## config.mk

```make
export PLATFORM = sky130hd
export DESIGN_NAME = fft4_core
export DESIGN_NICKNAME = d
export VERILOG_FILES = /design/src/acc_fft_pkg.sv /design/src/fft4_core.sv
export SDC_FILE = /design/constraint.sdc
export NUM_CORES = 1
export LEC_CHECK = 0
export ABC_CLOCK_PERIOD_IN_PS = 13300
export BUFFER_PORTS_ARGS = -buffer_cell sky130_fd_sc_hd__buf_2
export CAP_MARGIN = 20
export CELL_PAD_IN_SITES_DETAIL_PLACEMENT = 0
export CELL_PAD_IN_SITES_GLOBAL_PLACEMENT = 1
export CORE_ASPECT_RATIO = 0.5
export CORE_UTILIZATION = 40
export CTS_CLUSTER_DIAMETER = 50
export DETAILED_ROUTE_END_ITERATION = 16
export PLACE_DENSITY_LB_ADDON = 0.3
export SLEW_MARGIN = 10
export SYNTH_ARGS = -nofsm -noshare
export SYNTH_HDL_FRONTEND = slang
export SYNTH_SLANG_ARGS = --single-unit
```

## constraint.sdc

```tcl
create_clock -name clk_ctrl -period 13.3 [get_ports clk_ctrl]
set_input_delay 1.33 -clock clk_ctrl [delete_from_list [all_inputs] [get_ports clk_ctrl]]
set_output_delay 1.33 -clock clk_ctrl [all_outputs]
set_load 0.005 [all_outputs]
```

## src/acc_fft_pkg.sv

```systemverilog
// Packet formats and sizes shared by the tile; blocks are fixed at 4 points, size codes up to 3
`default_nettype none

package acc_fft_pkg;

   ////////////////////////////////////////////////////////////////////////////
   // Sizes and codes
   ////////////////////////////////////////////////////////////////////////////

   localparam int WORD_W      = 32;
   localparam int BLOCK_PTS   = 4;
   localparam int BLOCK_WORDS = 2 * BLOCK_PTS; // re and im per point
   localparam int BLOCK_W     = BLOCK_WORDS * WORD_W;
   localparam int TILE_ID_W   = 6;

   localparam logic [2:0] OP_QPUT = 3'd3;
   localparam logic [2:0] OP_MPUT = 3'd4;

   localparam logic [WORD_W-1:0] FFT_EN_WORD = 32'h8000_0000; // Toggles enable

   localparam int HEAD_FIFO_DEPTH    = 16;
   localparam int BLOCK_FIFO_DEPTH   = 16;
   localparam int ALMOST_FULL_MARGIN = 5;  // Free entries left at almost full
   localparam int MAX_SIZE_CODE      = 3;

   typedef enum logic [1:0] {
      ROUTE_DEFAULT = 2'b00,
      ROUTE_FWD     = 2'b01,
      ROUTE_PICO    = 2'b10
   } route_code_t;

   ////////////////////////////////////////////////////////////////////////////
   // Header words and payload
   ////////////////////////////////////////////////////////////////////////////

   typedef struct packed {
      logic [2:0] spare_hi;
      logic       long_pkt;   // bit 28
      logic [2:0] opcode;
      logic       spare_op;
      logic [5:0] src_id;     // 23:18
      logic [5:0] spare_mid;
      logic [3:0] size_code;  // 11:8, log2 of block count
      logic [1:0] spare_lo;
      logic [5:0] tag;
   } noc_head_t;

   typedef struct packed {
      logic [21:0] spare_hi;
      route_code_t code;      // 9:8
      logic [1:0]  spare_lo;
      logic [5:0]  dest;
   } noc_route_t;

   typedef struct packed {
      logic [WORD_W-1:0] data;
      logic              last;
   } noc_beat_t;

   typedef struct packed {
      logic [WORD_W-1:0] re;
      logic [WORD_W-1:0] im;
   } cplx_t;

   typedef cplx_t [BLOCK_PTS-1:0] fft_block_t;

endpackage

`default_nettype wire

```

## src/fft4_core.sv

```systemverilog
// Integer 4-point FFT, wraps modulo 2^32 without scaling; fixed latency of two cycles
`timescale 1ns/1ps
`default_nettype none

module fft4_core
   import acc_fft_pkg::*;
(
   input  logic       clk_ctrl,
   input  logic       clk_ctrl_rst_low,
   input  logic       blk_valid,
   input  fft_block_t blk_data,
   output logic       res_valid,
   output fft_block_t res_data
);

   function automatic cplx_t c_add(input cplx_t a, input cplx_t b);
      cplx_t s;
      s.re = a.re + b.re;
      s.im = a.im + b.im;
      return s;
   endfunction

   function automatic cplx_t c_sub(input cplx_t a, input cplx_t b);
      cplx_t d;
      d.re = a.re - b.re;
      d.im = a.im - b.im;
      return d;
   endfunction

   logic  st1_valid;
   cplx_t sum02, dif02; // even pair butterfly
   cplx_t sum13, dif13; // odd pair butterfly

   always_ff @(posedge clk_ctrl) begin
      if (!clk_ctrl_rst_low) begin
         st1_valid <= 1'b0;
         res_valid <= 1'b0;
      end else begin
         st1_valid <= blk_valid;
         res_valid <= st1_valid;
      end
   end

   // Stage 1
   always_ff @(posedge clk_ctrl) begin
      if (blk_valid) begin
         sum02 <= c_add(blk_data[0], blk_data[2]);
         dif02 <= c_sub(blk_data[0], blk_data[2]);
         sum13 <= c_add(blk_data[1], blk_data[3]);
         dif13 <= c_sub(blk_data[1], blk_data[3]);
      end
   end

   // Stage 2, odd bins take dif13 rotated by -j
   always_ff @(posedge clk_ctrl) begin
      if (st1_valid) begin
         res_data[0]    <= c_add(sum02, sum13);
         res_data[2]    <= c_sub(sum02, sum13);
         res_data[1].re <= dif02.re + dif13.im;
         res_data[1].im <= dif02.im - dif13.re;
         res_data[3].re <= dif02.re - dif13.im;
         res_data[3].im <= dif02.im + dif13.re;
      end
   end

endmodule

`default_nettype wire

```

* Word-level counts from Yosys, hierarchy flattened *
Cells that the tools add are included.

operators by class
  add/subtract/negate cells = 16
  multipliers = 0
  div/mod/pow operators = 0
  order comparisons = 0
  equality and inequality tests = 0
  shifts and indexed selects = 0
  muxes and demuxes = 0
  bitwise logic cells = 0
  reduce and logical (&&, ||, !) cells = 0

operator list
  operator          count
  $add A32 B32 Y32  8
  $sub A32 B32 Y32  8

word-level totals
  flip-flop bits (word level) = 514
  bits in latches = 0
  bits in writable memories = 0
  memory bits (read-only) = 0
  input port bits = 259
  output and inout port bits = 257
  word-level logic and storage cells = 34
  memories = 0

* Longest topological paths before layout *
  depth after elaboration = 1
  depth in mapped cells = 13
  gate-level depth less buffers = 13

* Worst setup path after synthesis *
Ideal clock, no wire load.

  path type = reg-to-reg
  start = register st1_valid
  end = register res_data[0] in the netlist's numbering, enable pin
  library setup time = 0.638 ns
  arrival = 5.807 ns
  data required time = 12.662 ns
  slack = 6.855 ns
  cell stages (with the launch flop) = 1
  buffers on the path = 0
  period minus slack after synthesis = 6.445 ns
  cell sequence = dfxtp_1

RTL lines
  item                    line             text
  start, declared         fft4_core.sv:30  logic st1_valid;
  start signal, assigned  fft4_core.sv:39  st1_valid <= blk_valid;
  end, declared           fft4_core.sv:13  output fft_block_t res_data

No word-level cell between the ends.

==> reports/metrics.cfg <==
[route]
firstDrtPassIters=6
vias_per_cell=5.389
dr_wl_met2_um=60240
post-route-drc-count=0
routed-wl-met3_um=4889
wl_per_cell_um=20.97
wl_met1_um=60470
wl_um=129200
top_layer=met4
drtIter0Drc=2238
num_vias=33191
ant_nets=0

[clock_network]
cts_root_buffer=clkbuf_16
clock-sinks=506
cts_hold_buf=0
cts_tree=done
h-tree-depth=2
post_cts_buffers=0
clkSlewWorstSetupHoldPaths_ps=60
cts_buffers=58
cts_resized=0
cts_buffer_depth=3
clock_latency_ps=670

[floorplan]
dieArea_mm2=0.1031
pin_count=516
die_w_um=453.1
rows=82
start_util_pct=40.52
core_region_area_mm2=0.1004
die_h_um=227.6

[placement]
place_congestion=0.9359
dp.cells=6035
port_buffers=515
dp_hpwl_um=102000
place_area_mm2=0.04431

[worst_setup_path]
crit_path_frequent_cell=o21ai_1
endpoint_kind=register
slowest_delay_ps=510
worst_path_max_delay_cell=edfxtp_1
crit_fanout=4
cp.required_ps=13690
crit_path_cell_trace=inv_1 -> ha_1 -> fa_1 -> nor2b_1 -> o21ai_1 -> a211oi_1 -> o21ai_1 -> a21oi_2 -> nand3_1 -> a311o_1 -> o41a_1 -> o31ai_1 -> xor2_1
arrival_ps=4780
path_class=register to register
startpoint_type=register

[sta]
drv_slew=0
finalCritPeriodShare_pct=33.05
tns_ps=0
max_slew_margin_pct=34.12
finalHoldViolCount=0
worst_pin_slew_ps=988.2
min_period_ps=4396
setup_viol=0
fin_skew_ps=28.32
rsz0062_at_grt=false
max_freq_mhz=227.5
whs_ps=713.8

[run]
drv_cap=0

[yosys]
synth_top_cells_by_area=edfxtp_1 37%, ha_1 15%, xnor2_1 8.4%
synth_adder_area_share_pct=16.04
postSynthAreaPerCell_um2=9.352
synth-simple-area-share_pct=11.50
ys_seq_elements=506
synthArstFlopShare_pct=0
syn-num-nets=5123
synth-compound-area-share_pct=18.78
synth_top_family_by_area=compound AO/OA/AOI/OAI gates
synthCells=4352
yosysWarnings=0
yosys-top-cells-count=504 x edfxtp_1, 500 x inv_1, 496 x ha_1
yosys.area.top_type_share_pct=37.19
synth_edf_count=504
synth.cell_area_mm2=0.04070
ys_types=87
synth_ff_type=edfxtp_1
synth_top_area_cell=edfxtp_1
seq_area_frac_synth_pct=37.29
synth_xor_area_share_pct=9.921
synthMostInstantiatedCell=edfxtp_1
synth_mux_area_share_pct=0.04919

[global_route]
grt_pass1_wl_um=189400
grt_max_degree=131
antenna_found_initial=25
grt_overflow=0
grt_pass1_vias=31846
grt.total_usage_pct=24.16

[final_layout]
area_growth_pct=13.66
finalNonFillerCells=6159
nets=5523
drive_gt1_share_pct=13.38
final_area_mm2=0.04626
post-route-util_pct=46.05

[pwr]
p_per_area_mw_per_mm2=155.0
ir_drop_uv=107.3
power.leakage_nw=19.83

[hold_path]
hold_path.class=register to register

[outcome]
run_status=finished clean

==> per-stage QoR <==
step	total power, mW	worst slack, ps
after floorplan	4.508	6855
after global placement	5.527	8371
after detailed placement	5.524	8306
after CTS	7.219	8926
after global routing	7.613	8767
final	7.172	8904
==> where the power goes <==
part           total [mW]  internal (mW)  switching, mW
Clock                1.65          0.914          0.734
Sequential           2.48           2.28          0.192
Combinational        3.05           1.21           1.83
==> logic make-up after synthesis <==
group / after synthesis
compound gates: 1199
simple gates: 983
flops: 506
xor+xnor: 461
buf+inv: 689
fa+ha+maj: 512
mux: 2
==> final timing paths <==
path,start,endpoint,slack [ps],depth (start not counted)
worst max-delay path,sum02[32]$_DFFE_PP_,res_data[254]$_DFFE_PP_,8900,13
worst min-delay path,dif13[63]$_DFFE_PP_,res_data[223]$_DFFE_PP_,710,2
worst max register to register,sum02[32]$_DFFE_PP_,res_data[254]$_DFFE_PP_,8900,13
worst min register to register,dif13[63]$_DFFE_PP_,res_data[223]$_DFFE_PP_,710,2
==> state kept, by name, summed over array words and instances, names as in the netlist <==
signal and count:
dif02 63, dif13 62, res_data 252, res_valid 1, st1_valid 1, sum02 63
sum13 64
==> layout make-up <==
cell class,count,area [um2]
tap,1344,1682
clock buffer,69,1514
clock inverter,37,362.8
sequential,506,15180
inverter,508,1907
antenna,17,42.54
multi-input combinational,3157,22910
timing repair buffer,521,2665
fill,9629,54190
==> layout by cell type (no fill, tap or decap), types with 66 or more instances in the layout <==
| cell type | count |
|---|---|
| a21o_1 | 76 |
| a21oi_1 | 462 |
| buf_2 | 514 |
| edfxtp_1 | 504 |
| ha_1 | 496 |
| inv_1 | 500 |
| nand2_1 | 140 |
| nand2b_1 | 66 |
| nor2_1 | 402 |
| nor3_1 | 85 |
| o21ai_0 | 181 |
| o21bai_1 | 126 |
| xnor2_1 | 392 |
| xor2_1 | 69 |
==> critical path: cells and delay by family, from the launching register on <==
family,cells,cell delay (ps)
AOI/OAI and AO/OA,7,2170
xor gates and xnor gates,1,130
adders and majority gates,2,760
buffers and inverters,1,200
DFF,1,510
and+or+nand+nor,2,340
==> routing by layer <==
metal / global-route usage, % / vias up
li1: - / 16137
met1: 33.52 / 16137
met2: 39.68 / 744
met3: 2.361 / 173
met4: 7.633 / 0
met5: 0 / -
Note: power is estimated with default switching activity, not from simulation.
