File: src/acc_fft_pkg.sv
// Packet formats and sizes shared by the tile; blocks are fixed at 4 points, size codes up to 3
`default_nettype none

package acc_fft_pkg;

   ////////////////////////////////////////////////////////////////////////////
   // Sizes and codes
   ////////////////////////////////////////////////////////////////////////////

   localparam int WORD_W      = 32;
   localparam int BLOCK_PTS   = 4;
   localparam int BLOCK_WORDS = 2 * BLOCK_PTS; // re and im per point
   localparam int BLOCK_W     = BLOCK_WORDS * WORD_W;
   localparam int TILE_ID_W   = 6;

   localparam logic [2:0] OP_QPUT = 3'd3;
   localparam logic [2:0] OP_MPUT = 3'd4;

   localparam logic [WORD_W-1:0] FFT_EN_WORD = 32'h8000_0000; // Toggles enable

   localparam int HEAD_FIFO_DEPTH    = 16;
   localparam int BLOCK_FIFO_DEPTH   = 16;
   localparam int ALMOST_FULL_MARGIN = 5;  // Free entries left at almost full
   localparam int MAX_SIZE_CODE      = 3;

   typedef enum logic [1:0] {
      ROUTE_DEFAULT = 2'b00,
      ROUTE_FWD     = 2'b01,
      ROUTE_PICO    = 2'b10
   } route_code_t;

   ////////////////////////////////////////////////////////////////////////////
   // Header words and payload
   ////////////////////////////////////////////////////////////////////////////

   typedef struct packed {
      logic [2:0] spare_hi;
      logic       long_pkt;   // bit 28
      logic [2:0] opcode;
      logic       spare_op;
      logic [5:0] src_id;     // 23:18
      logic [5:0] spare_mid;
      logic [3:0] size_code;  // 11:8, log2 of block count
      logic [1:0] spare_lo;
      logic [5:0] tag;
   } noc_head_t;

   typedef struct packed {
      logic [21:0] spare_hi;
      route_code_t code;      // 9:8
      logic [1:0]  spare_lo;
      logic [5:0]  dest;
   } noc_route_t;

   typedef struct packed {
      logic [WORD_W-1:0] data;
      logic              last;
   } noc_beat_t;

   typedef struct packed {
      logic [WORD_W-1:0] re;
      logic [WORD_W-1:0] im;
   } cplx_t;

   typedef cplx_t [BLOCK_PTS-1:0] fft_block_t;

endpackage

`default_nettype wire

File: src/noc_encoder.sv
// Expects both reply-header words queued before the first block; sends only while out_ready
`timescale 1ns/1ps
`default_nettype none

module noc_encoder
   import acc_fft_pkg::*;
(
   input  logic              clk_ctrl,
   input  logic              clk_ctrl_rst_low,
   input  logic              out_ready,
   input  logic [WORD_W-1:0] head_word,
   input  logic              blk_empty,
   input  fft_block_t        blk_data,
   output logic              head_rd,
   output logic              blk_rd,
   output logic              out_valid,
   output noc_beat_t         out_beat
);

   typedef enum logic [1:0] {
      E_IDLE,   // first header word goes out here
      E_HEAD2,
      E_DATA
   } enc_state_t;

   enc_state_t state;
   logic [2:0] word_cnt;
   logic [3:0] blk_left;
   noc_head_t  first_head;
   cplx_t      cur_pt;

   assign first_head = noc_head_t'(head_word);
   assign cur_pt     = blk_data[word_cnt[2:1]];

   always_comb begin
      head_rd   = 1'b0;
      blk_rd    = 1'b0;
      out_valid = 1'b0;
      out_beat  = '0;
      case (state)
         E_IDLE, E_HEAD2: begin
            if (out_ready && (state == E_HEAD2 || !blk_empty)) begin
               head_rd       = 1'b1;
               out_valid     = 1'b1;
               out_beat.data = head_word;
            end
         end
         E_DATA: begin
            // Stall between blocks until the next one lands
            if (out_ready && !blk_empty) begin
               out_valid     = 1'b1;
               out_beat.data = word_cnt[0] ? cur_pt.im : cur_pt.re;
               if (word_cnt == 3'(BLOCK_WORDS - 1)) begin
                  blk_rd        = 1'b1;
                  out_beat.last = (blk_left == 4'd1);
               end
            end
         end
         default: ;
      endcase
   end

   // State advances only on a sent word
   always_ff @(posedge clk_ctrl) begin
      if (!clk_ctrl_rst_low) begin
         state    <= E_IDLE;
         word_cnt <= '0;
         blk_left <= '0;
      end else if (out_valid) begin
         case (state)
            E_IDLE: begin
               blk_left <= 4'd1 << first_head.size_code;
               state    <= E_HEAD2;
            end
            E_HEAD2: begin
               word_cnt <= '0;
               state    <= E_DATA;
            end
            E_DATA: begin
               word_cnt <= word_cnt + 3'd1;
               if (blk_rd)
                  blk_left <= blk_left - 4'd1;
               if (out_beat.last)
                  state <= E_IDLE;
            end
            default: state <= E_IDLE;
         endcase
      end
   end

   // Headers and blocks must stay paired across the two FIFOs
   a_head_aligned: assert property (@(posedge clk_ctrl) disable iff (!clk_ctrl_rst_low)
      state == E_IDLE && out_valid |-> first_head.long_pkt);

endmodule

`default_nettype wire

File: config.mk
export PLATFORM = sky130hd
export DESIGN_NAME = noc_encoder
export DESIGN_NICKNAME = d
export VERILOG_FILES = /design/src/acc_fft_pkg.sv /design/src/noc_encoder.sv
export SDC_FILE = /design/constraint.sdc
export NUM_CORES = 1
export LEC_CHECK = 0
export BUFFER_PORTS_ARGS = -buffer_cell sky130_fd_sc_hd__buf_2
export CORE_AREA = 5 5 125 127
export DETAILED_ROUTE_END_ITERATION = 10
export DIE_AREA = 0 0 130 132
export HOLD_SLACK_MARGIN = 0.05
export PLACE_DENSITY_LB_ADDON = 0.25
export SLEW_MARGIN = 20
export SYNTH_ARGS = -nofsm -noshare
export SYNTH_HDL_FRONTEND = slang
export SYNTH_SLANG_ARGS = --single-unit
File: constraint.sdc
create_clock -name clk_ctrl -period 1.98 [get_ports clk_ctrl]
set_input_delay 0.396 -clock clk_ctrl [delete_from_list [all_inputs] [get_ports clk_ctrl]]
set_output_delay 0.396 -clock clk_ctrl [all_outputs]
set_load 0.05 [all_outputs]
# == Word-level counts from Yosys, hierarchy flattened ==
# Cells that the tools add are included.
# classes
eq_ne,6
magnitude_cmp,1
n_addsub,2
reduce_logical,11
n_mux,20
n_shift,1
# op_table
operator,n
$bmux 64 s2,1
$mux 32,2
$mux 64,1
$pmux 32 s2,1
$mux 33,1
$mux 1,8
$pmux 4 s2,1
$pmux 2 s3,1
$pmux 3 s2,1
$eq 4x1->1 const B,1
$mux 4,1
$ne 2x2->1 const B,2
$reduce_and 2->1,2
$reduce_bool 2->1,2
$shl 1x4->4 const A,1
$sub 4x1->4 const B,1
$add 3x1->3 const B,1
$eq 3x3->1 const B,1
$lt 2x3->1 const B,1
$reduce_and 3->1,1
$eq 2x1->1 const B,1
$eq 2x2->1 const B,1
$logic_and 1x1->1,2
$logic_not 2->1,1
5 further kinds,5
# totals
output_inout_bits,36
register_bits,9
wordCells,44
inputBits,292

# == Logic depth before layout (Yosys ltp) ==
# depth
word_depth,7
ltp_mapped,8
mapped_depth_nobuf,6

# == Worst setup path before layout ==
# OpenSTA, ideal clock, no wires.
# synth_path
path_kind,register to output
start,register state[0]
end,output out_beat[15] (netlist name)
required_ns,1.584
t_arrival_ns,1.890
path_slack_ns,-0.306
stages_incl_launch_ff,8
n_path_buf,2
cell_sequence,dfxtp_1 ha_1 nand2b_1 or3_1 clkbuf_1 buf_2 a21oi_1 a32o_1
# synth_lines
element,line,source
start: declaration,noc_encoder.sv:26,enc_state_t state;
start signal: assignment,noc_encoder.sv:66,state <= E_IDLE;
start signal: assignment,noc_encoder.sv:73,state <= E_HEAD2;
start signal: assignment,noc_encoder.sv:77,state <= E_DATA;
end: declaration,noc_encoder.sv:17,output noc_beat_t out_beat

==> results.cfg <==
[status]
status = finished with violations
violations = negative setup slack

[floorplanning]
fp.dieH_um = 132
die_x_um = 130
start_util = 0.216
io-pin-count = 328
die_area_um2 = 17200
rows = 44
core_um2 = 14300

[route]
drt-initial-drc-count = 156
drt_wl_total_mm = 17.4
avgViaCountPerCell = 4.96
drt-pass1-iter-count = 4
detailroute.wirelength.met3_mm = 1.46
drt.antenna.violating_nets = 0
wl_met1_mm = 6.73
wl_met2_mm = 8.91
vias = 4328
routedWlPerCell_um = 19.9
drc_errors = 0
topRoutingLayerUsed = met4

[clock_tree]
clk_path_buf_depth = 2
cts_sinks = 9
cts_buffers = 3
h-tree-depth = 1
cts_tree = done
path_clk_slew_ps = 40
clk_latency_ps = 240
root_buffer = clkbuf_16

[cells_and_area]
area_delta_synth_final_pct = 95.1
antenna_cells = 0
final_common_cell = buf_2
drive_above_1_share = 0.729
fin_util = 0.421
instances_no_fill = 873
layout_common_cells = buf_2, mux2i_1, nand2_1
n_fill_cell = 1419
final_net_count = 991

[synth]
synth.distinct_cells = 34
yosysWarnings = 0
avgSynthCellArea_um2 = 9.14
synth_nets = 639
yosysSeqAreaShare = 0.0583
synth_xor_area_frac = 0.00284
synth_largest_area_cell = mux2i_1
synth-compound-area-share = 0.190
synth_top_family_by_area = multiplexers
synth-simple-area-share = 0.161
synthAdderAreaFrac = 0.0365
synth_top_area_share = 0.224
netlist_area_um2 = 3090
ys_ff_latch = 9
synth_area_leaders = mux2i_1, mux4_2, a32o_1
synthCells = 338
synth.mux.area_fraction = 0.462

[timing]
fin_crit_sh = 1.21
finalClockSkew_ps = 3.46
hold_viol = 0
setup_viol = 35
finalWorstSetupSlack_ps = -423
drv_slew = 0
rsz0062_at_grt = yes
fmax_mhz = 416
fin_crit_ps = 2400
worst-slew-pin-transition_ps = 373
maxSlewHeadroom = 0.748
fin_tns_setup_ps = -12450

[worst_setup_path]
cp_max_fo = 11
criticalPathCategory = flop to primary output
r2r-start = state[0]
cp-startpoint = word_cnt[1]
critPathRequiredTime_ps = 1580
critPathLaunchType = flop
crit_chain = buf_12 > mux4_2 > nand2b_1 > a32o_2 > buf_4
cp.arrival_ps = 2010
cp_slowest_cell = mux4_2
crit_path_max_incr_delay_ps = 490
cp-end-kind = primary output

[placement]
io_buffers = 327
gp_congestion = 0.923
dp_slack_ps = -300
dp_cells = 851
dp.final_hpwl_mm = 14.0

[min_path]
worstHoldStart = blk_left[1]
min_path_type = flop to flop

[flow_run]
maxCapViolations = 0

[power_and_ir_drop]
total_power_uw = 1870
p_per_area_nw_per_um2 = 310
p_leak_uw = 0.00286
ir_drop_mv = 0.511

[global_route]
antenna_found_initial = 0
grt_max_degree = 31
first_global_vias = 4559
grt-ovfl-total = 0
grt_pass1_wl_mm = 24.8
track_usage = 0.182
-- layout make-up --
| cell class | instances | area (um2) | share of cell area |
|---|---|---|---|
| Multi-Input combinational cell | 288 | 2960 | 0.491 |
| Timing Repair Buffer | 381 | 2530 | 0.420 |
| Inverter | 7 | 32.5 | 0.00540 |
| Tap cell | 184 | 230 | 0.0382 |
| Sequential cell | 9 | 194 | 0.0322 |
| Clock buffer | 4 | 78.8 | 0.0131 |
-- synthesized netlist by cell type, drive strengths merged --
| cell | count |
|---|---|
| a21oi | 34 |
| a22o | 1 |
| a32o | 33 |
| a32oi | 1 |
| and2 | 1 |
| and4b | 1 |
| buf | 20 |
| clkbuf | 14 |
| dfxtp | 9 |
| ha | 9 |
| inv | 7 |
| mux2i | 69 |
| mux4 | 32 |
| nand2 | 42 |
| nand2b | 35 |
| nand3 | 3 |
| nand3b | 1 |
| nor2 | 8 |
| nor2b | 3 |
| nor3 | 2 |
| nor4 | 1 |
| nor4bb | 1 |
| o2111ai | 1 |
| o211a | 2 |
| o211ai | 2 |
| o21ai | 3 |
| o221ai | 1 |
| or3 | 1 |
| xor2 | 1 |
-- power by group --
| part | leakage [uW] | total, uW | internal [uW] | switching [uW] |
|---|---|---|---|---|
| combinational | 0.00274 | 1280 | 663 | 622 |
| clock | 0.0000382 | 369 | 270 | 98.5 |
| sequential | 0.0000765 | 214 | 196 | 17.9 |
-- logic make-up after synthesis --
group	after synthesis
muxes	101
and+or+nand+nor	99
AOI/OAI and AO/OA	78
buffers and inverters	41
adders and majority gates	9
DFF	9
xor gates and xnor gates	1
-- sequential cells by signal, indices dropped and copies added (netlist names) --
name      count
word_cnt      3
state         2
blk_left      4
-- critical path: cells and delay by family (launching register included) --
kind	cells	cell delay, ps
AND/OR/NAND/NOR	1	210
buffers and inverters	2	360
multiplexers	1	490
AO/OA/AOI/OAI	1	290
flip-flops	1	410
-- through the flow --
step	hold slack (ps)	area (um2)
final	524	6030
after global routing	562	6030
after CTS	523	5760
after detailed placement	496	5180
after global placement	491	5180
after floorplan	475	3200
-- repair_timing --
item / in CTS / in global routing
pin swaps: 6 / 10
cloned: 2 / 1
setup buffers: 11 / 7
resized for setup: 103 / 47
hold buffers: 0 / 0
endpoints found under the hold margin: 0 / 0
setup endpoints to repair: 39 / 40
-- layer usage --
metal	vias to the layer above	track usage
met5	-	0
met4	0	0.0346
met3	22	0.0373
met2	199	0.324
met1	2076	0.227
li1	2031	-
-- path summary, 6_finish.rpt --
| path | to | slack, ps | cells after the start |
|---|---|---|---|
| min reg2reg | blk_left[1] | 520 | 1 |
| min | blk_left[1] | 520 | 1 |
| max reg2reg | blk_left[2] | 0 | 10 |
| max | out_beat[2] | -420 | 5 |
No activity file was read; power rests on OpenSTA's default activity.
