`config.mk`:
```
export PLATFORM = sky130hd
export DESIGN_NAME = noc_decoder
export DESIGN_NICKNAME = d
export VERILOG_FILES = /design/src/acc_fft_pkg.sv /design/src/noc_decoder.sv
export SDC_FILE = /design/constraint.sdc
export NUM_CORES = 1
export LEC_CHECK = 0
export BUFFER_PORTS_ARGS = -buffer_cell sky130_fd_sc_hd__clkbuf_2
export CAP_MARGIN = 40
export CORE_UTILIZATION = 40
export DETAILED_ROUTE_END_ITERATION = 6
export GPL_TIMING_DRIVEN = 0
export PLACE_DENSITY_LB_ADDON = 0.1
export SYNTH_ARGS = -nofsm -noshare
export SYNTH_HDL_FRONTEND = slang
export SYNTH_SLANG_ARGS = --single-unit
```
`constraint.sdc`:
```
create_clock -name clk_ctrl -period 3.55 [get_ports clk_ctrl]
set_input_delay 0.355 -clock clk_ctrl [delete_from_list [all_inputs] [get_ports clk_ctrl]]
set_output_delay 0.355 -clock clk_ctrl [all_outputs]
set_load 0.05 [all_outputs]
```
`src/acc_fft_pkg.sv`:
```
// Packet formats and sizes shared by the tile; blocks are fixed at 4 points, size codes up to 3
`default_nettype none

package acc_fft_pkg;

   ////////////////////////////////////////////////////////////////////////////
   // Sizes and codes
   ////////////////////////////////////////////////////////////////////////////

   localparam int WORD_W      = 32;
   localparam int BLOCK_PTS   = 4;
   localparam int BLOCK_WORDS = 2 * BLOCK_PTS; // re and im per point
   localparam int BLOCK_W     = BLOCK_WORDS * WORD_W;
   localparam int TILE_ID_W   = 6;

   localparam logic [2:0] OP_QPUT = 3'd3;
   localparam logic [2:0] OP_MPUT = 3'd4;

   localparam logic [WORD_W-1:0] FFT_EN_WORD = 32'h8000_0000; // Toggles enable

   localparam int HEAD_FIFO_DEPTH    = 16;
   localparam int BLOCK_FIFO_DEPTH   = 16;
   localparam int ALMOST_FULL_MARGIN = 5;  // Free entries left at almost full
   localparam int MAX_SIZE_CODE      = 3;

   typedef enum logic [1:0] {
      ROUTE_DEFAULT = 2'b00,
      ROUTE_FWD     = 2'b01,
      ROUTE_PICO    = 2'b10
   } route_code_t;

   ////////////////////////////////////////////////////////////////////////////
   // Header words and payload
   ////////////////////////////////////////////////////////////////////////////

   typedef struct packed {
      logic [2:0] spare_hi;
      logic       long_pkt;   // bit 28
      logic [2:0] opcode;
      logic       spare_op;
      logic [5:0] src_id;     // 23:18
      logic [5:0] spare_mid;
      logic [3:0] size_code;  // 11:8, log2 of block count
      logic [1:0] spare_lo;
      logic [5:0] tag;
   } noc_head_t;

   typedef struct packed {
      logic [21:0] spare_hi;
      route_code_t code;      // 9:8
      logic [1:0]  spare_lo;
      logic [5:0]  dest;
   } noc_route_t;

   typedef struct packed {
      logic [WORD_W-1:0] data;
      logic              last;
   } noc_beat_t;

   typedef struct packed {
      logic [WORD_W-1:0] re;
      logic [WORD_W-1:0] im;
   } cplx_t;

   typedef cplx_t [BLOCK_PTS-1:0] fft_block_t;

endpackage

`default_nettype wire

```
`src/noc_decoder.sv`:
```
// Long packets are dropped while disabled; a short packet's second word must carry its last bit
`timescale 1ns/1ps
`default_nettype none

module noc_decoder
   import acc_fft_pkg::*;
(
   input  logic                 clk_ctrl,
   input  logic                 clk_ctrl_rst_low,
   input  logic [TILE_ID_W-1:0] tile_id,
   input  logic                 in_valid,
   input  noc_beat_t            in_beat,
   input  logic                 fifo_almost_full,
   output logic                 in_ready,
   output logic                 head_wr,
   output logic [WORD_W-1:0]    head_word,
   output logic                 blk_valid,
   output fft_block_t           blk_data
);

   typedef enum logic [2:0] {
      S_IDLE,
      S_CTRL,   // second word of a short packet
      S_ROUTE,
      S_DATA,
      S_DROP    // skip to last
   } dec_state_t;

   dec_state_t  state;
   logic        fft_en;
   logic [2:0]  word_cnt;
   logic        first_data;
   logic        accept;
   noc_head_t   in_head;
   noc_route_t  in_route;
   noc_head_t   head_reg;
   noc_route_t  route_reg;
   noc_head_t   reply_head;
   noc_route_t  reply_route;

   assign in_head  = noc_head_t'(in_beat.data);
   assign in_route = noc_route_t'(in_beat.data);

   // Hold off new packets only at a packet boundary
   assign in_ready = !(state == S_IDLE && fifo_almost_full);
   assign accept   = in_valid && in_ready;

   ////////////////////////////////////////////////////////////////////////////
   // Reply header
   ////////////////////////////////////////////////////////////////////////////

   always_comb begin
      reply_head           = '0;
      reply_head.long_pkt  = 1'b1;
      reply_head.src_id    = tile_id;
      reply_head.size_code = head_reg.size_code;
      case (in_route.code)
         ROUTE_FWD: begin
            reply_head.opcode = OP_MPUT;
            reply_head.tag    = in_route.dest;
         end
         ROUTE_PICO: begin
            reply_head.opcode = OP_QPUT;
            reply_head.tag    = in_route.dest;
         end
         default: reply_head.opcode = OP_MPUT; // tag stays 0
      endcase

      reply_route = '0;
      if (route_reg.code == ROUTE_FWD) begin
         reply_route.code = ROUTE_PICO;
         reply_route.dest = head_reg.src_id; // back to the sender
      end else begin
         reply_route.code = ROUTE_DEFAULT;
      end
   end

   assign head_wr   = accept && (state == S_ROUTE || (state == S_DATA && first_data));
   assign head_word = (state == S_ROUTE) ? WORD_W'(reply_head) : WORD_W'(reply_route);

   ////////////////////////////////////////////////////////////////////////////
   // Packet FSM
   ////////////////////////////////////////////////////////////////////////////

   always_ff @(posedge clk_ctrl) begin
      if (!clk_ctrl_rst_low) begin
         state      <= S_IDLE;
         fft_en     <= 1'b0;
         word_cnt   <= '0;
         first_data <= 1'b0;
         blk_valid  <= 1'b0;
      end else begin
         blk_valid <= 1'b0;
         if (accept) begin
            case (state)
               S_IDLE: begin
                  if (!in_head.long_pkt)
                     state <= S_CTRL;
                  else if (fft_en)
                     state <= S_ROUTE;
                  else if (!in_beat.last)
                     state <= S_DROP;
               end
               S_CTRL: begin
                  if (in_beat.data == FFT_EN_WORD)
                     fft_en <= !fft_en;
                  state <= S_IDLE;
               end
               S_ROUTE: begin
                  state      <= S_DATA;
                  word_cnt   <= '0;
                  first_data <= 1'b1;
               end
               S_DATA: begin
                  first_data <= 1'b0;
                  word_cnt   <= word_cnt + 3'd1;
                  if (word_cnt == 3'(BLOCK_WORDS - 1))
                     blk_valid <= 1'b1; // block complete
                  if (in_beat.last)
                     state <= S_IDLE;
               end
               S_DROP: if (in_beat.last) state <= S_IDLE;
               default: state <= S_IDLE;
            endcase
         end
      end
   end

   // Header capture and block assembly
   always_ff @(posedge clk_ctrl) begin
      if (accept) begin
         case (state)
            S_IDLE:  head_reg  <= in_head;
            S_ROUTE: route_reg <= in_route;
            S_DATA: begin
               if (word_cnt[0])
                  blk_data[word_cnt[2:1]].im <= in_beat.data;
               else
                  blk_data[word_cnt[2:1]].re <= in_beat.data;
            end
            default: ;
         endcase
      end
   end

   // Encoder shifts by the size code, so larger codes would wrap its block count
   a_size_code: assert property (@(posedge clk_ctrl) disable iff (!clk_ctrl_rst_low)
      state == S_ROUTE |-> head_reg.size_code <= MAX_SIZE_CODE);

endmodule

`default_nettype wire

```
Word level (Yosys, flattened, before mapping)
Cells that the tools add are included.
Storage, ports and cells
  bits in registers: 277
Operators by class
  magnitude comparators: 2
  multiplexer cells: 20
  add/subtract/negate cells: 1
  reductions and logical operators: 19
  equality and inequality tests: 11
Operators with widths (number)
  256-bit bitwise mux: 2
  64-bit demux with 2-bit select: 2
  256-bit two-way mux: 1
  64-bit two-way mux: 1
  32-bit equality test (second input constant): 1
  32-bit two-way mux: 1
  29-bit two-way mux: 1
  3-bit two-way mux: 5
  6-bit two-way mux: 2
  3-bit one-hot mux with 3 select lines: 1
  3-bit AND reduction: 3
  2-bit AND reduction: 4
  3-bit by 2-bit equality test with 1-bit output (second input constant): 2
  3-bit equality test (second input constant): 2
  3-bit one-hot mux with 2 select lines: 1
  1-bit logical AND: 5
  2-bit by 1-bit equality test with 1-bit output (second input constant): 2
  4-bit != test (second input constant): 1
  2-bit OR reduction: 2
  3-bit by 1-bit adder with 3-bit output (second input constant): 1
  3-bit by 1-bit equality test with 1-bit output (second input constant): 1
  3-bit zero test: 1
  2-bit by 3-bit < comparator with 1-bit output (second input constant): 1
  2-bit equality test (second input constant): 1
  other kinds (8): 9

Depth between registers and ports, before layout
  depth in word-level cells: 6
  mapped depth: 6
  depth with buffers taken out: 6

Worst setup path after synthesis
No wires, ideal clock.
  path kind: register -> register
  start: reg state[2]
  end: reg blk_data[224] (netlist name), enable pin
  path buffers: 2
  data arrival time: 2.447 ns
  required time: 3.129 ns
  setup slack: 0.682 ns
  stages on the path, launching flop included: 6
  path through: dfxtp_1 -> clkbuf_1 -> and4b_1 -> clkbuf_1 -> nand2b_1 -> nor2_1
Between the ends
  cells in the longest elaborated chain, start to end: 5
  elaborated cells between the ends (all ways): 6
  those cells by class: eq/ne (1); reduce/logical (5)
RTL lines
  start: declaration: RTL line noc_decoder.sv:29  | dec_state_t state;
  start signal: assignment: RTL line noc_decoder.sv:87  | state <= S_IDLE;
  start signal: assignment: RTL line noc_decoder.sv:98  | state <= S_CTRL;
  start signal: assignment: RTL line noc_decoder.sv:100  | state <= S_ROUTE;
  3-bit zero test: RTL line noc_decoder.sv:45  | assign in_ready = !(state == S_IDLE && fifo_almost_full);
  1-bit logical AND: RTL line noc_decoder.sv:45
  1-bit zero test: RTL line noc_decoder.sv:45
  1-bit logical AND: RTL line noc_decoder.sv:46  | assign accept = in_valid && in_ready;
  2-bit AND reduction (no line) *
  end: declaration: RTL line noc_decoder.sv:18  | output fft_block_t blk_data
Every way passes the cells marked *; elsewhere a longest branch is shown, timed or not.
A chain may end at the register's enable or synchronous reset.

Worst setup path in the final report
  start: reg state[2]
  end: out head_word[26]
Between the ends
  cells in the longest elaborated chain, start to end: 2
RTL lines
  3-bit by 2-bit equality test with 1-bit output: RTL line noc_decoder.sv:79  | assign head_word = (state == S_ROUTE) ? WORD_W'(reply_head) : WORD_W'(reply_route);
  29-bit two-way mux: RTL line noc_decoder.sv:79
  end: declaration: RTL line noc_decoder.sv:16  | output logic [WORD_W-1:0] head_word,
No other way between the ends.

==> flow_metrics.env <==
export IMPL_status="finished with violations"
export IMPL_violations="design-rule violations"
export IMPL_synth_adder_area_share_pct=0.469
export IMPL_diodes=0
export IMPL_synth_top_family_by_area="simple AND/OR/NAND/NOR gates"
export IMPL_crit_type="register to output pin"
export IMPL_timing_fmax_ghz=0.354
export IMPL_synth_area_top_cells="edfxtp_1 (75%), and3_1 (7.3%), nor2_1 (5.1%)"
export IMPL_largest_reg_flops=256
export IMPL_max_cap_violations=0
export IMPL_end_kind="output pin"
export IMPL_ios=334
export IMPL_cts_root_buf="clkbuf_16"
export IMPL_critPathMaxStageDelay_ps=570
export IMPL_num_rows=59
export IMPL_numCtsBuffers=28
export IMPL_io_buffers=321
export IMPL_cellPowerDensity_nw_per_um2=475
export IMPL_cp_data_required_time_ps=3190
export IMPL_synth_warnings=0
export IMPL_fin_ws_ps=724
export IMPL_path_common_cell="clkbuf_1"
export IMPL_finish_utilization_pct=52.7
export IMPL_synthToLayoutAreaGrowth_pct=29.3
export IMPL_grt_max_degree=33
export IMPL_wl_per_cell_um=21.6
export IMPL_finalHoldViolations=0
export IMPL_cp_cell_sequence="clkbuf_1 > nor3b_2 > clkbuf_1 > and2_1 > buf_4 > clkbuf_2"
export IMPL_dieArea_um2=27300
export IMPL_drt_iter0_markers=623
export IMPL_ys_flop_type="edfxtp_1"
export IMPL_gp_congestion=0.806
export IMPL_synth_compound_area_share_pct=1.10
export IMPL_p_leak_nw=5.55
export IMPL_arrival_ps=2470
export IMPL_clock_sinks=277
export IMPL_grt_setup_unrepaired="no"
export IMPL_max_slew_margin_pct=43.9
export IMPL_yosysTopAreaCellShare_pct=75.5
export IMPL_crit_slowest_cell="nor3b_2"
export IMPL_period_needed_ps=2830
export IMPL_grt_first_pass_wirelength_um=44800
export IMPL_path_clk_slew_ps=60
export IMPL_cts_buffer_depth=3
export IMPL_antenna_found_initial=0
export IMPL_yosys_area_top_type="edfxtp_1"
export IMPL_syn_inst=737
export IMPL_drc=48
export IMPL_fin_nets=1153
export IMPL_cts_resized=0
export IMPL_hp_class="input port to register"
export IMPL_setup_viol=0
export IMPL_crit_fanout=10
export IMPL_grt_pass1_vias=6962
export IMPL_cts_setup_buffers=0
export IMPL_hold_buffers=0
export IMPL_die_x_um=165
export IMPL_final_max_slew_viol_count=0
export IMPL_dp_hpwl_um=23000
export IMPL_grt_total_usage_pct=22.6
export IMPL_ys_seq_area_share_pct=77.2
export IMPL_ant_nets=0
export IMPL_grt_overflow_total=0
export IMPL_synth_simple_area_share_pct=18.2
export IMPL_critPathLaunchType="register"
export IMPL_core_um2=26100
export IMPL_preCtsSetupSlack_ps=969
export IMPL_muxShareOfSynthArea_pct=0.106
export IMPL_num_vias=7344
export IMPL_fin_worst_skew_ps=11.0
export IMPL_vdd_ir_drop_worst_mv=0.287
export IMPL_synthArstFlopShare_pct=0
export IMPL_worst_pin_slew_ps=841
export IMPL_synth_edf_count=268
export IMPL_vias_per_cell=5.03
export IMPL_period_share_pct=79.6
export IMPL_dieHeight_um=165
export IMPL_ys_seq_elements=277
export IMPL_power_total_w=0.00655
export IMPL_initial_core_util_pct=40.8
export IMPL_syn_avg_cell_area_um2=14.5
export IMPL_drt_wl_total_um=31600
export IMPL_cts_tree="built"
export IMPL_ys_types=38
export IMPL_drive_gt1_share_pct=35.0
export IMPL_syn_area_um2=10700
export IMPL_dr_pass1_iters=7
export IMPL_htree_levels=1
export IMPL_insertion_delay_ps=540
export IMPL_synth_xor_area_share_pct=0
## final cells by class
class	count	area, um^2
Inverter	5	18.8
Clock inverter	10	93.8
Timing Repair Buffer	328	1760
Multi-Input combinational cell	403	2210
Sequential cell	277	8230
Fill cell	2334	12300
Clock buffer	38	759
Tap cell	335	419
Buffer	63	294
## cell usage in the layout (no fill, tap or decap), types with 3 or more instances in the layout
cell type,instances
buf_12,3
nor4b_1,3
nand2_1,15
nor4_1,5
clkinv_1,5
and3_1,123
conb_1,12
clkbuf_16,29
clkbuf_2,321
o21ai_0,8
inv_1,5
nor3_1,3
clkinv_2,3
edfxtp_1,268
nand2b_1,35
nor2_1,139
buf_4,14
nand3_1,7
nor2b_1,4
buf_16,3
nor2_4,6
dfxtp_1,9
a21oi_1,5
ha_1,4
clkbuf_1,57
and2_1,12
## cells by family after synthesis
| family | Yosys count |
|---|---|
| AOI/OAI and AO/OA | 19 |
| adders and majority gates | 4 |
| buffers and inverters | 68 |
| DFF | 277 |
| muxes | 1 |
| other | 1 |
| and+or+nand+nor | 367 |
## synth_stat cells, drive strengths merged (3+ instances only)
library cell	count
edfxtp	268
o21ai	8
nor2b	4
nor2	145
inv	5
and3	125
nand2b	35
and2	12
nand3	7
a21oi	5
buf	15
nor3	3
nor4	6
nor4b	4
dfxtp	9
ha	4
nand2	15
clkbuf	48
## where the power goes
part / switching, W / internal [W] / leakage (nW)
Sequential: 0.00000290 / 0.00354 / 2.26
Combinational: 0.000142 / 0.0000470 / 2.88
Clock: 0.00119 / 0.00163 / 0.416
## path summary, 6_finish.rpt
path                            startpoint  depth (start not counted)  slack [ps]                 endpoint
hold / removal            clk_ctrl_rst_low                          2         110    state[2]$_SDFFE_PN0P_
setup reg to reg  word_cnt[0]$_SDFFE_PN0P_                          3         990  blk_data[151]$_DFFE_PP_
hold reg to reg    first_data$_SDFFE_PN0P_                          2         500  first_data$_SDFFE_PN0P_
setup / recovery     state[2]$_SDFFE_PN0P_                          6         720            head_word[26]
## routing by layer
layer	track usage [%]	wire length (um)
met1	31.3	13600
met2	35.7	14700
met3	5.47	2570
met4	5.80	659
met5	0	0
## worst max-delay path, delay by kind of cell (launching register included)
family,cells,cell delay (ps)
flip-flops,1,290
AND/OR/NAND/NOR,2,760
buffers and inverters,4,880
## per-stage QoR
step,cells,setup TNS [ps],hold slack (ps),cell area [um^2]
5_1_grt,1459,0,102,13800
6_report,1459,0,105,13800
3_3_place_gp,1404,-91110,482,12700
3_5_place_dp,1411,0,483,12900
2_1_floorplan,748,0,454,10700
4_1_cts,1459,0,87.3,13800
(Power assumes the default switching activity.)
